**config.mk**
```make
export PLATFORM = sky130hd
export DESIGN_NAME = rvCore
export DESIGN_NICKNAME = d
export VERILOG_FILES = /design/src/source/rvIsaPkg.sv /design/src/source/rvPipePkg.sv /design/src/source/decodeStage.sv /design/src/source/executeStage.sv /design/src/source/fetchStage.sv /design/src/source/hazardUnit.sv /design/src/source/memoryStage.sv /design/src/source/rvCore.sv
export VERILOG_INCLUDE_DIRS = /design/src /design/src/source
export SDC_FILE = /design/constraint.sdc
export NUM_CORES = 2
export LEC_CHECK = 0
export BUFFER_PORTS_ARGS = -buffer_cell sky130_fd_sc_hd__buf_2
export CORE_ASPECT_RATIO = 0.6
export CORE_MARGIN = 8
export CORE_UTILIZATION = 55
export DETAILED_ROUTE_END_ITERATION = 8
export PLACE_DENSITY = 0.79
export SETUP_SLACK_MARGIN = 0.15
export SYNTH_ARGS = -nofsm -noshare
export SYNTH_HDL_FRONTEND = slang
export SYNTH_SLANG_ARGS = --single-unit
```
**constraint.sdc**
```tcl
create_clock -name CLK -period 7.55 [get_ports CLK]
set_clock_uncertainty 0.05 [all_clocks]
set_input_delay 1.51 -clock CLK [delete_from_list [all_inputs] [get_ports CLK]]
set_output_delay 1.51 -clock CLK [all_outputs]
set_load 0.02 [all_outputs]
```
**src/source/rv_config.svh**
```systemverilog
`ifndef RV_CONFIG_SVH
`define RV_CONFIG_SVH

// Datapath and byte address width
`define RV_XLEN 32

// First fetch address after reset
`define RV_PC_INIT 32'h00400000

`define RV_REG_COUNT 32   // Integer register file entries

`endif

```
**src/source/rvIsaPkg.sv**
```systemverilog
`default_nettype none

`include "rv_config.svh"

package rvIsaPkg;

    typedef logic [`RV_XLEN-1:0] word_t;
    typedef logic [`RV_XLEN-1:0] addr_t;
    typedef logic [31:0]         instr_t;
    typedef logic [4:0]          regIdx_t;
    typedef logic [6:0]          opcode_t;
    typedef logic [2:0]          funct3_t;
    typedef logic [3:0]          aluOp_t;

    // Major opcodes
    localparam opcode_t OP_REG    = 7'b0110011;
    localparam opcode_t OP_IMM    = 7'b0010011;
    localparam opcode_t OP_LUI    = 7'b0110111;
    localparam opcode_t OP_LOAD   = 7'b0000011;
    localparam opcode_t OP_STORE  = 7'b0100011;
    localparam opcode_t OP_BRANCH = 7'b1100011;

    localparam instr_t NOP_INSTR = 32'h00000013;   // addi x0, x0, 0

    // ALU funct3, shared by OP and OP-IMM
    localparam funct3_t F3_ADD = 3'b000;
    localparam funct3_t F3_SLL = 3'b001;
    localparam funct3_t F3_SLT = 3'b010;
    localparam funct3_t F3_XOR = 3'b100;
    localparam funct3_t F3_SR  = 3'b101;   // SRL or SRA by bit 30
    localparam funct3_t F3_OR  = 3'b110;
    localparam funct3_t F3_AND = 3'b111;

    // Branch conditions
    localparam funct3_t F3_BEQ = 3'b000;
    localparam funct3_t F3_BNE = 3'b001;
    localparam funct3_t F3_BLT = 3'b100;
    localparam funct3_t F3_BGE = 3'b101;

    // ALU operations
    localparam aluOp_t ALU_ADD = 4'd0;
    localparam aluOp_t ALU_SUB = 4'd1;
    localparam aluOp_t ALU_AND = 4'd2;
    localparam aluOp_t ALU_OR  = 4'd3;
    localparam aluOp_t ALU_XOR = 4'd4;
    localparam aluOp_t ALU_SLT = 4'd5;
    localparam aluOp_t ALU_SLL = 4'd6;
    localparam aluOp_t ALU_SRL = 4'd7;
    localparam aluOp_t ALU_SRA = 4'd8;

endpackage

`default_nettype wire

```
**src/source/rvPipePkg.sv**
```systemverilog
`default_nettype none

package rvPipePkg;
    import rvIsaPkg::*;

    // Decoded control bundle
    typedef struct packed {
        logic   regWrite;
        logic   memToReg;   // Writeback takes load data
        logic   memWrite;
        logic   isBranch;
        aluOp_t aluOp;
        logic   srcAZero;   // LUI adds to zero
        logic   srcBImm;
    } ctrl_t;

    typedef struct packed {
        instr_t instr;
        addr_t  pc;
    } ifId_t;

    typedef struct packed {
        ctrl_t   ctrl;
        addr_t   pc;
        word_t   rs1Val;
        word_t   rs2Val;
        word_t   imm;
        regIdx_t rs1;
        regIdx_t rs2;
        regIdx_t rd;
        funct3_t funct3;   // Branch condition
    } idEx_t;

    typedef struct packed {
        logic    regWrite;
        logic    memToReg;
        logic    memWrite;
        word_t   aluResult;   // Also the data memory address
        word_t   storeData;
        regIdx_t rd;
    } exMem_t;

    typedef struct packed {
        logic    regWrite;
        logic    memToReg;
        word_t   aluResult;
        word_t   loadData;
        regIdx_t rd;
    } memWb_t;

    // Register write, also the decode bypass and execute forward source
    typedef struct packed {
        logic    regWrite;
        regIdx_t rd;
        word_t   result;
    } wbPort_t;

    typedef struct packed {
        logic  taken;
        addr_t target;
    } redirect_t;

    // ========================================
    // Forwarding selects
    // ========================================
    typedef logic [1:0] fwdSrc_t;

    localparam fwdSrc_t FWD_NONE = 2'd0;
    localparam fwdSrc_t FWD_WB   = 2'd1;
    localparam fwdSrc_t FWD_MEM  = 2'd2;

    typedef struct packed {
        fwdSrc_t fwdA;
        fwdSrc_t fwdB;
    } fwdSel_t;

endpackage

`default_nettype wire

```
**src/source/decodeStage.sv**
```systemverilog
`default_nettype none
`timescale 1ns/10ps

`include "rv_config.svh"

module decodeStage (
    input  logic               CLK,
    input  logic               rst,
    input  logic               flushE,
    input  logic               stall,
    input  rvPipePkg::ifId_t   ifId,
    input  rvPipePkg::wbPort_t wb,
    output rvPipePkg::idEx_t   idEx
);
    import rvIsaPkg::*;
    import rvPipePkg::*;

    opcode_t opcode;
    funct3_t funct3;
    regIdx_t rs1;
    regIdx_t rs2;
    regIdx_t rd;
    logic    altOp;
    ctrl_t   ctrl;
    word_t   imm;
    word_t   rs1Val;
    word_t   rs2Val;
    word_t   regs [`RV_REG_COUNT];

    assign opcode = ifId.instr[6:0];
    assign rd     = ifId.instr[11:7];
    assign funct3 = ifId.instr[14:12];
    assign rs1    = ifId.instr[19:15];
    assign rs2    = ifId.instr[24:20];

    // Bit 30 selects SUB and SRA; ADDI has no alternate form
    assign altOp = ifId.instr[30] && (opcode == OP_REG || funct3 == F3_SR);

    // ========================================
    // Control decode
    // ========================================
    always_comb begin
        ctrl = '0;
        case (opcode)
            OP_REG, OP_IMM: begin
                ctrl.regWrite = 1'b1;
                ctrl.srcBImm  = (opcode == OP_IMM);
                case (funct3)
                    F3_ADD:  ctrl.aluOp = altOp ? ALU_SUB : ALU_ADD;
                    F3_SLL:  ctrl.aluOp = ALU_SLL;
                    F3_SLT:  ctrl.aluOp = ALU_SLT;
                    F3_XOR:  ctrl.aluOp = ALU_XOR;
                    F3_SR:   ctrl.aluOp = altOp ? ALU_SRA : ALU_SRL;
                    F3_OR:   ctrl.aluOp = ALU_OR;
                    F3_AND:  ctrl.aluOp = ALU_AND;
                    default: ctrl.regWrite = 1'b0;   // SLTU/SLTIU not supported
                endcase
            end
            OP_LUI: begin
                ctrl.regWrite = 1'b1;
                ctrl.srcAZero = 1'b1;
                ctrl.srcBImm  = 1'b1;
                ctrl.aluOp    = ALU_ADD;
            end
            OP_LOAD: begin
                ctrl.regWrite = 1'b1;
                ctrl.memToReg = 1'b1;
                ctrl.srcBImm  = 1'b1;
                ctrl.aluOp    = ALU_ADD;
            end
            OP_STORE: begin
                ctrl.memWrite = 1'b1;
                ctrl.srcBImm  = 1'b1;
                ctrl.aluOp    = ALU_ADD;
            end
            OP_BRANCH: begin
                // Unsigned compares fall through as not taken
                ctrl.isBranch = (funct3 == F3_BEQ) || (funct3 == F3_BNE) ||
                                (funct3 == F3_BLT) || (funct3 == F3_BGE);
            end
            default: ;   // Unknown opcode behaves as a no-op
        endcase
    end

    // Immediate by format
    always_comb begin
        case (opcode)
            OP_STORE:  imm = {{20{ifId.instr[31]}}, ifId.instr[31:25], ifId.instr[11:7]};
            OP_BRANCH: imm = {{19{ifId.instr[31]}}, ifId.instr[31], ifId.instr[7],
                              ifId.instr[30:25], ifId.instr[11:8], 1'b0};
            OP_LUI:    imm = {ifId.instr[31:12], 12'b0};
            default:   imm = {{20{ifId.instr[31]}}, ifId.instr[31:20]};
        endcase
    end

    // ========================================
    // Register file
    // ========================================
    always_ff @(posedge CLK) begin
        if (wb.regWrite && wb.rd != '0) begin
            regs[wb.rd] <= wb.result;
        end
    end

    // x0 reads zero, a same-cycle writeback wins over the array
    function automatic word_t readPort(regIdx_t idx, word_t stored, wbPort_t w);
        if (idx == '0) begin
            return '0;
        end
        if (w.regWrite && w.rd == idx) begin
            return w.result;
        end
        return stored;
    endfunction

    assign rs1Val = readPort(rs1, regs[rs1], wb);
    assign rs2Val = readPort(rs2, regs[rs2], wb);

    // Decode/execute register
    always_ff @(posedge CLK) begin
        if (rst || flushE) begin
            idEx.ctrl <= '0;   // Bubble
        end else if (!stall) begin
            idEx.ctrl <= ctrl;
        end
        if (!stall) begin
            idEx.pc     <= ifId.pc;
            idEx.rs1Val <= rs1Val;
            idEx.rs2Val <= rs2Val;
            idEx.imm    <= imm;
            idEx.rs1    <= rs1;
            idEx.rs2    <= rs2;
            idEx.rd     <= rd;
            idEx.funct3 <= funct3;
        end
    end

endmodule

`default_nettype wire

```
**src/source/executeStage.sv**
```systemverilog
`default_nettype none
`timescale 1ns/10ps

module executeStage (
    input  logic                 CLK,
    input  logic                 rst,
    input  rvPipePkg::idEx_t     idEx,
    input  rvPipePkg::fwdSel_t   fwd,
    input  rvPipePkg::wbPort_t   wb,
    output rvPipePkg::exMem_t    exMem,
    output rvPipePkg::redirect_t redirect
);
    import rvIsaPkg::*;
    import rvPipePkg::*;

    word_t opA;
    word_t opB;
    word_t srcA;
    word_t srcB;
    word_t aluResult;
    logic  branchCond;

    function automatic word_t fwdMux(fwdSrc_t sel, word_t regVal, word_t memVal,
                                     word_t wbVal);
        case (sel)
            FWD_MEM: return memVal;
            FWD_WB:  return wbVal;
            default: return regVal;
        endcase
    endfunction

    // Operands after forwarding
    assign opA = fwdMux(fwd.fwdA, idEx.rs1Val, exMem.aluResult, wb.result);
    assign opB = fwdMux(fwd.fwdB, idEx.rs2Val, exMem.aluResult, wb.result);

    assign srcA = idEx.ctrl.srcAZero ? '0 : opA;
    assign srcB = idEx.ctrl.srcBImm ? idEx.imm : opB;

    // ========================================
    // ALU
    // ========================================
    always_comb begin
        case (idEx.ctrl.aluOp)
            ALU_SUB: aluResult = srcA - srcB;
            ALU_AND: aluResult = srcA & srcB;
            ALU_OR:  aluResult = srcA | srcB;
            ALU_XOR: aluResult = srcA ^ srcB;
            ALU_SLT: aluResult = word_t'($signed(srcA) < $signed(srcB));
            ALU_SLL: aluResult = srcA << srcB[4:0];
            ALU_SRL: aluResult = srcA >> srcB[4:0];
            ALU_SRA: aluResult = word_t'($signed(srcA) >>> srcB[4:0]);
            default: aluResult = srcA + srcB;   // ADD, loads, stores, LUI
        endcase
    end

    // Branch resolution
    always_comb begin
        case (idEx.funct3)
            F3_BEQ:  branchCond = (opA == opB);
            F3_BNE:  branchCond = (opA != opB);
            F3_BLT:  branchCond = ($signed(opA) < $signed(opB));
            F3_BGE:  branchCond = ($signed(opA) >= $signed(opB));
            default: branchCond = 1'b0;
        endcase
    end

    assign redirect = '{taken:  idEx.ctrl.isBranch && branchCond,
                        target: idEx.pc + idEx.imm};

    // Execute/memory register
    always_ff @(posedge CLK) begin
        if (rst) begin
            exMem.regWrite <= 1'b0;
            exMem.memToReg <= 1'b0;
            exMem.memWrite <= 1'b0;
        end else begin
            exMem.regWrite <= idEx.ctrl.regWrite;
            exMem.memToReg <= idEx.ctrl.memToReg;
            exMem.memWrite <= idEx.ctrl.memWrite;
        end
        exMem.aluResult <= aluResult;
        exMem.storeData <= opB;   // Forwarded rs2
        exMem.rd        <= idEx.rd;
    end

endmodule

`default_nettype wire

```
**src/source/fetchStage.sv**
```systemverilog
`default_nettype none
`timescale 1ns/10ps

`include "rv_config.svh"

module fetchStage (
    input  logic                 CLK,
    input  logic                 rst,
    input  logic                 stall,
    input  logic                 flushD,
    input  rvPipePkg::redirect_t redirect,
    input  rvIsaPkg::instr_t     instr,
    output rvIsaPkg::addr_t      pc,
    output rvPipePkg::ifId_t     ifId
);
    import rvIsaPkg::*;

    addr_t pcNext;

    // Predict not taken, execute corrects it
    assign pcNext = redirect.taken ? redirect.target : pc + addr_t'(4);

    always_ff @(posedge CLK) begin
        if (rst) begin
            pc <= `RV_PC_INIT;
        end else if (!stall) begin
            pc <= pcNext;
        end
    end

    // ========================================
    // Fetch/decode register
    // ========================================
    always_ff @(posedge CLK) begin
        if (rst || flushD) begin
            ifId.instr <= NOP_INSTR;   // Squashed slot decodes as a no-op
        end else if (!stall) begin
            ifId.instr <= instr;
        end
        if (!stall) begin
            ifId.pc <= pc;
        end
    end

endmodule

`default_nettype wire

```
**src/source/hazardUnit.sv**
```systemverilog
`default_nettype none
`timescale 1ns/10ps

module hazardUnit (
    input  rvPipePkg::ifId_t   ifId,
    input  rvPipePkg::idEx_t   idEx,
    input  rvPipePkg::exMem_t  exMem,
    input  rvPipePkg::wbPort_t wb,
    input  logic               redirectTaken,
    output logic               stall,
    output logic               flushD,
    output logic               flushE,
    output rvPipePkg::fwdSel_t fwd
);
    import rvIsaPkg::*;
    import rvPipePkg::*;

    regIdx_t rs1D;
    regIdx_t rs2D;

    // Source fields of the instruction in decode
    assign rs1D = ifId.instr[19:15];
    assign rs2D = ifId.instr[24:20];

    // Youngest producer wins, x0 is never forwarded
    function automatic fwdSrc_t pickSource(regIdx_t rs, exMem_t m, wbPort_t w);
        if (rs == '0) begin
            return FWD_NONE;
        end
        if (m.regWrite && m.rd == rs) begin
            return FWD_MEM;
        end
        if (w.regWrite && w.rd == rs) begin
            return FWD_WB;
        end
        return FWD_NONE;
    endfunction

    assign fwd = '{fwdA: pickSource(idEx.rs1, exMem, wb),
                   fwdB: pickSource(idEx.rs2, exMem, wb)};

    // Load in execute feeding decode, one bubble
    assign stall = idEx.ctrl.memToReg && idEx.rd != '0 &&
                   (idEx.rd == rs1D || idEx.rd == rs2D);

    assign flushD = redirectTaken;
    assign flushE = redirectTaken || stall;

endmodule

`default_nettype wire

```
**src/source/memoryStage.sv**
```systemverilog
`default_nettype none
`timescale 1ns/10ps

module memoryStage (
    input  logic               CLK,
    input  logic               rst,
    input  rvPipePkg::exMem_t  exMem,
    input  rvIsaPkg::word_t    readData,
    output rvIsaPkg::addr_t    memAddr,
    output rvIsaPkg::word_t    writeData,
    output logic               memWrite,
    output logic               memRead,
    output rvPipePkg::wbPort_t wb
);
    import rvPipePkg::*;

    memWb_t memWb;

    // Data port, word accesses only
    assign memAddr   = exMem.aluResult;
    assign writeData = exMem.storeData;
    assign memWrite  = exMem.memWrite;
    assign memRead   = exMem.memToReg;

    // ========================================
    // Memory/writeback register
    // ========================================
    always_ff @(posedge CLK) begin
        if (rst) begin
            memWb.regWrite <= 1'b0;
            memWb.memToReg <= 1'b0;
        end else begin
            memWb.regWrite <= exMem.regWrite;
            memWb.memToReg <= exMem.memToReg;
        end
        memWb.aluResult <= exMem.aluResult;
        memWb.loadData  <= readData;
        memWb.rd        <= exMem.rd;
    end

    assign wb = '{regWrite: memWb.regWrite,
                  rd:       memWb.rd,
                  result:   memWb.memToReg ? memWb.loadData : memWb.aluResult};

endmodule

`default_nettype wire

```
**src/source/rvCore.sv**
```systemverilog
`default_nettype none
`timescale 1ns/10ps

module rvCore (
    input  logic             CLK,
    input  logic             rst,
    input  rvIsaPkg::instr_t instr,
    input  rvIsaPkg::word_t  readData,
    output rvIsaPkg::addr_t  pc,
    output rvIsaPkg::addr_t  memAddr,
    output rvIsaPkg::word_t  writeData,
    output logic             memWrite,
    output logic             memRead
);
    import rvPipePkg::*;

    ifId_t     ifId;
    idEx_t     idEx;
    exMem_t    exMem;
    wbPort_t   wb;
    redirect_t redirect;
    fwdSel_t   fwd;
    logic      stall;
    logic      flushD;
    logic      flushE;

    // ========================================
    // Pipeline stages
    // ========================================
    fetchStage fetch (
        .CLK     (CLK),
        .rst     (rst),
        .stall   (stall),
        .flushD  (flushD),
        .redirect(redirect),
        .instr   (instr),
        .pc      (pc),
        .ifId    (ifId)
    );

    decodeStage decode (
        .CLK   (CLK),
        .rst   (rst),
        .flushE(flushE),
        .stall (stall),
        .ifId  (ifId),
        .wb    (wb),       // Register write and bypass
        .idEx  (idEx)
    );

    executeStage execute (
        .CLK     (CLK),
        .rst     (rst),
        .idEx    (idEx),
        .fwd     (fwd),
        .wb      (wb),
        .exMem   (exMem),
        .redirect(redirect)
    );

    memoryStage memory (
        .CLK      (CLK),
        .rst      (rst),
        .exMem    (exMem),
        .readData (readData),
        .memAddr  (memAddr),
        .writeData(writeData),
        .memWrite (memWrite),
        .memRead  (memRead),
        .wb       (wb)
    );

    hazardUnit hazard (
        .ifId         (ifId),
        .idEx         (idEx),
        .exMem        (exMem),
        .wb           (wb),
        .redirectTaken(redirect.taken),
        .stall        (stall),
        .flushD       (flushD),
        .flushE       (flushE),
        .fwd          (fwd)
    );

endmodule

`default_nettype wire

```
==> key figures <==
Outcome
  • Run status: finished, final reports clean

Setup path
  • Worst reg2reg path depth: 20
  • Setup slack on the worst flop-to-flop path: 0.36 ns
  • Worst flop-to-flop path endpoint: execute.exMem[37]
  • Critical path fanouts, max: 36
  • Kind of start point of the critical path: flip-flop
  • Path type of the worst setup path: reg -> reg
  • Worst Path Arrival: roughly 7.9 ns
  • Launching element of the worst setup path: memory.wb[35]
  • Critical path capture point: execute.exMem[37]
  • Sort of element at the end of the critical path: flip-flop
  • Critical path data required time: just over 8 ns
  • Worst R2R Start: memory.wb[35]

Drt
  • DR iter-0 viols: about 9.1k
  • First-pass iteration count of the detailed router: 8
  • Detailed-route via count: a little over 50k
  • Number of vias per cell after detailed routing: ~7.3
  • Aggregate routed wire length: approximately 250000 um
  • Routed len/inst: between 30 and 40 um
  • Routed Antenna Nets: 0
  • Detailed-route DRC error count: 0

CTS
  • Clk_lat worst skew: a little under 0.8 ns
  • H-Tree Level Count: 3
  • Root buffer selected by CTS: sky130_fd_sc_hd__clkbuf_16
  • Clock tree buffer depth: 3
  • Number of CTS-inserted buffers: between 100 and 150
  • Clk slew on worst S/H paths: around 0.080 ns
  • Total of hold buffers inserted after clock tree synthesis: 0
  • Number of clock sinks: between 1k and 1.5k
  • CTS tree: yes

STA
  • Minimum period implied by the final worst setup slack: 7.189 ns
  • Max-slew headroom: slightly above 9%
  • Final hold slack: between 0.3 and 0.4 ns
  • Final setup viols: 0
  • Ratio of final minimum period to clock period: around 95%
  • Final worst setup slack: about 0.36 ns
  • Tightest Pin Transition: about 1.3 ns
  • Slew Limit Fails: 0
  • Setup tns final: 0 ns
  • Final hold violation count: 0
  • Achievable Freq: 139.1 MHz
  • RSZ-0062 raised after global routing: no

Place
  • Number of placed instances with taps included: about 6.8k
  • Number of I/O port buffers: 163
  • Pre-CTS WS: 0.4806 ns
  • Half-perimeter wire length of the detailed placement result: ~160000 um
  • Final estimated routing congestion in global placement: around 1.1

Final layout
  • # fillers: slightly below 10k
  • Most common library cell in the layout ignoring fill and taps: sky130_fd_sc_hd__edfxtp_1
  • Synth-to-Final Area Change: 9.193%
  • Non-filler cells, final: 7076
  • Nets: roughly 5.4k
  • Commonest non-fill, non-tap cells in the layout: sky130_fd_sc_hd__edfxtp_1 (1202), sky130_fd_sc_hd__mux4_2 (641), sky130_fd_sc_hd__nor2_1 (411)
  • Proportion of layout cells with a drive suffix above 1: 24.13%

Synth
  • Sequential-to-total area share from yosys stat: a little over half
  • Number of synthesized flops with an enable pin: around 1.2k
  • Cell area after synthesis: approximately 74000 um^2
  • Top_reg_cell synth: sky130_fd_sc_hd__edfxtp_1
  • Mean post-synth cell area: roughly 14 um^2
  • Fraction of registers with async set/reset: 0%
  • Number of distinct standard cells referenced by the synthesized netlist: slightly above 90
  • YS warnings: 0
  • Gate count after technology mapping: 5142
  • Synth Register Bits: 1429

Power
  • Static leakage: about 28 nW
  • Worst ir drop on vdd: approximately 250 uV
  • Internal Dissipation: about 15 mW
  • Clock power share: 29.3%
  • Total Power: ~23 mW
  • Power Density: between 200 and 300 nW/um^2
  • Total net switching power: approximately 7.5 mW
  • Sequential share of power: between 40 and 50%
  • Proportion of power drawn by combinational gates: 25.4%
  • Sw frac: around a third

Floorplanning
  • Initial Utilization: 55.31%
  • Vert. Die Dim: between 300 and 400 um
  • Number of ports placed on the die boundary: between 150 and 200
  • Cell Rows: ~100
  • Die Span X: around 490 um
  • Die Area: between 100000 and 150000 um^2
  • Placeable core area: approximately 130000 um^2

GRT
  • Largest net degree at the start of global routing: ~180
  • Via count of the first global-routing pass: between 40k and 50k
  • GR Util All Layers: between 30% and 40%
  • Total congestion overflow after global routing: 0
  • Initial antenna violation count: 16
  • Wire length of the first global-routing pass: between 300000 and 400000 um

Min path
  • Path category of the worst min-delay check: reg -> reg

Run
  • Max cap viols: 0
power groups by stage:
stage / clock, mW / sequential (mW) / combinational, mW
floorplan: 0 / 10.1 / 3.78
global placement: 0 / 10.4 / 5.40
detailed placement: 0 / 10.4 / 5.46
CTS: 6.70 / 10.3 / 5.50
global route: 6.97 / 10.3 / 6.01
finish: 6.66 / 10.3 / 5.78
logic make-up (layout without fill, tap and decap cells):
kind of cell	Yosys count	after routing	share of synthesized area (%)
other cells	1	47	0.005069
compound gates	925	925	8.209
xor+xnor	78	78	0.9234
flops	1429	1429	54.93
fa+ha+maj	169	169	2.889
buf+inv	580	666	3.398
mux	904	904	23.26
simple gates	1056	1056	6.386
through the flow:
step / util (%) / area [um^2]
after global placement: 57.29 / 76640
after floorplan: - / 74110
after global routing: 60.37 / 80750
after CTS: 60.36 / 80740
after detailed placement: 57.29 / 76640
final: 60.39 / 80790
synthesized netlist by cell type (17+ instances only):
cell,count,area share (%)
sky130_fd_sc_hd__xnor2_1,36,0.43
sky130_fd_sc_hd__a221o_1,19,0.26
sky130_fd_sc_hd__clkbuf_1,232,1.2
sky130_fd_sc_hd__nor3_1,64,0.43
sky130_fd_sc_hd__dfxtp_1,227,6.1
sky130_fd_sc_hd__o21a_1,26,0.26
sky130_fd_sc_hd__nand3_1,67,0.45
sky130_fd_sc_hd__buf_4,70,0.71
sky130_fd_sc_hd__mux4_2,641,20
sky130_fd_sc_hd__o21bai_1,29,0.29
sky130_fd_sc_hd__xor2_1,42,0.50
sky130_fd_sc_hd__ha_1,166,2.8
sky130_fd_sc_hd__o211ai_1,27,0.27
sky130_fd_sc_hd__nand2b_1,28,0.24
sky130_fd_sc_hd__edfxtp_1,1202,49
sky130_fd_sc_hd__a22oi_1,47,0.48
sky130_fd_sc_hd__buf_2,32,0.22
sky130_fd_sc_hd__o221ai_1,20,0.24
sky130_fd_sc_hd__a31oi_1,18,0.15
sky130_fd_sc_hd__or3_1,23,0.19
sky130_fd_sc_hd__nand2_1,276,1.4
sky130_fd_sc_hd__o22ai_1,25,0.21
sky130_fd_sc_hd__a21oi_1,304,2.1
sky130_fd_sc_hd__o21ai_0,159,1.1
sky130_fd_sc_hd__and3_1,24,0.20
sky130_fd_sc_hd__nor2b_1,34,0.29
sky130_fd_sc_hd__nand4_1,17,0.14
sky130_fd_sc_hd__a211oi_1,39,0.40
sky130_fd_sc_hd__a221oi_1,33,0.39
sky130_fd_sc_hd__a21o_1,52,0.53
sky130_fd_sc_hd__buf_1,88,0.45
sky130_fd_sc_hd__inv_1,140,0.71
sky130_fd_sc_hd__nor2_1,442,2.2
sky130_fd_sc_hd__mux2i_1,212,2.9
sky130_fd_sc_hd__nor4_1,22,0.19
sky130_fd_sc_hd__mux2_2,34,0.52
registers in the layout (all words and copies together) (netlist names), named ones only:
signal,flops
memory.wb,6
fetch.pc,32
fetch.ifId,64
decode.regs,1024
memory.memWb,65
decode.idEx,156
execute.exMem,72
worst min-delay path by stage:
| stage | start | to | slack, ns | cells past startpoint |
|---|---|---|---|---|
| 2_1_floorplan | execute.exMem[40] | memory.memWb[40] | 0.31 | 0 |
| 3_3_place_gp | execute.exMem[1] | memory.wb[33] | 0.35 | 0 |
| 3_5_place_dp | execute.exMem[0] | memory.wb[32] | 0.35 | 0 |
| 4_1_cts | execute.exMem[0] | memory.wb[32] | 0.36 | 0 |
| 5_1_grt | execute.exMem[0] | memory.wb[32] | 0.37 | 0 |
| 6_report | fetch.ifId[8] | decode.idEx[122] | 0.36 | 0 |
critical path: stages (launching register included):
cell and delay, ns:
sky130_fd_sc_hd__dfxtp_1 0.62, sky130_fd_sc_hd__xnor2_1 0.18, sky130_fd_sc_hd__nand2_1 0.07, sky130_fd_sc_hd__nor4_1 0.73, sky130_fd_sc_hd__ha_2 0.73, sky130_fd_sc_hd__buf_4 0.35
sky130_fd_sc_hd__buf_4 0.24, sky130_fd_sc_hd__nor2_1 0.07, sky130_fd_sc_hd__a21oi_1 0.50, sky130_fd_sc_hd__o21ai_0 0.26, sky130_fd_sc_hd__ha_1 0.55, sky130_fd_sc_hd__nand2b_1 0.12
sky130_fd_sc_hd__a21oi_1 0.46, sky130_fd_sc_hd__nor3_1 0.12, sky130_fd_sc_hd__nor3_1 0.25, sky130_fd_sc_hd__nand2_1 0.08, sky130_fd_sc_hd__a31oi_1 0.44, sky130_fd_sc_hd__o21a_1 0.27
sky130_fd_sc_hd__o41ai_1 0.11, sky130_fd_sc_hd__a21oi_2 0.59, sky130_fd_sc_hd__o32a_1 0.29
area by class of cell:
class	instances	area (um^2)	area share, %
flip-flops and latches	1429	40670	50.35
multi-input cells	3164	31250	38.68
clock buffers	155	3227	3.994
well taps	1802	2255	2.791
repair buffers	290	1882	2.329
clock inverters	68	878.3	1.087
inverters	153	584.3	0.7233
diodes	15	37.54	0.04646
per-layer routing:
layer | global-route usage, % | share of wire [%] | vias to the layer above | wire length [um]
met5 | 0.09878 | 0.016 | - | 40
met3 | 14.87 | 18 | 607 | 45510
met1 | 48.54 | 37 | 25786 | 94110
li1 | - | - | 20340 | -
met2 | 45.37 | 41 | 4579 | 102200
met4 | 10.58 | 3.8 | 6 | 9650
timing repair:
item / 4_1_cts / 5_1_grt
setup buffers: 0 / 0
gates resized for setup: 0 / 2
endpoints found under the setup margin: 0 / 1
Note: power is estimated with default switching activity, not from simulation.
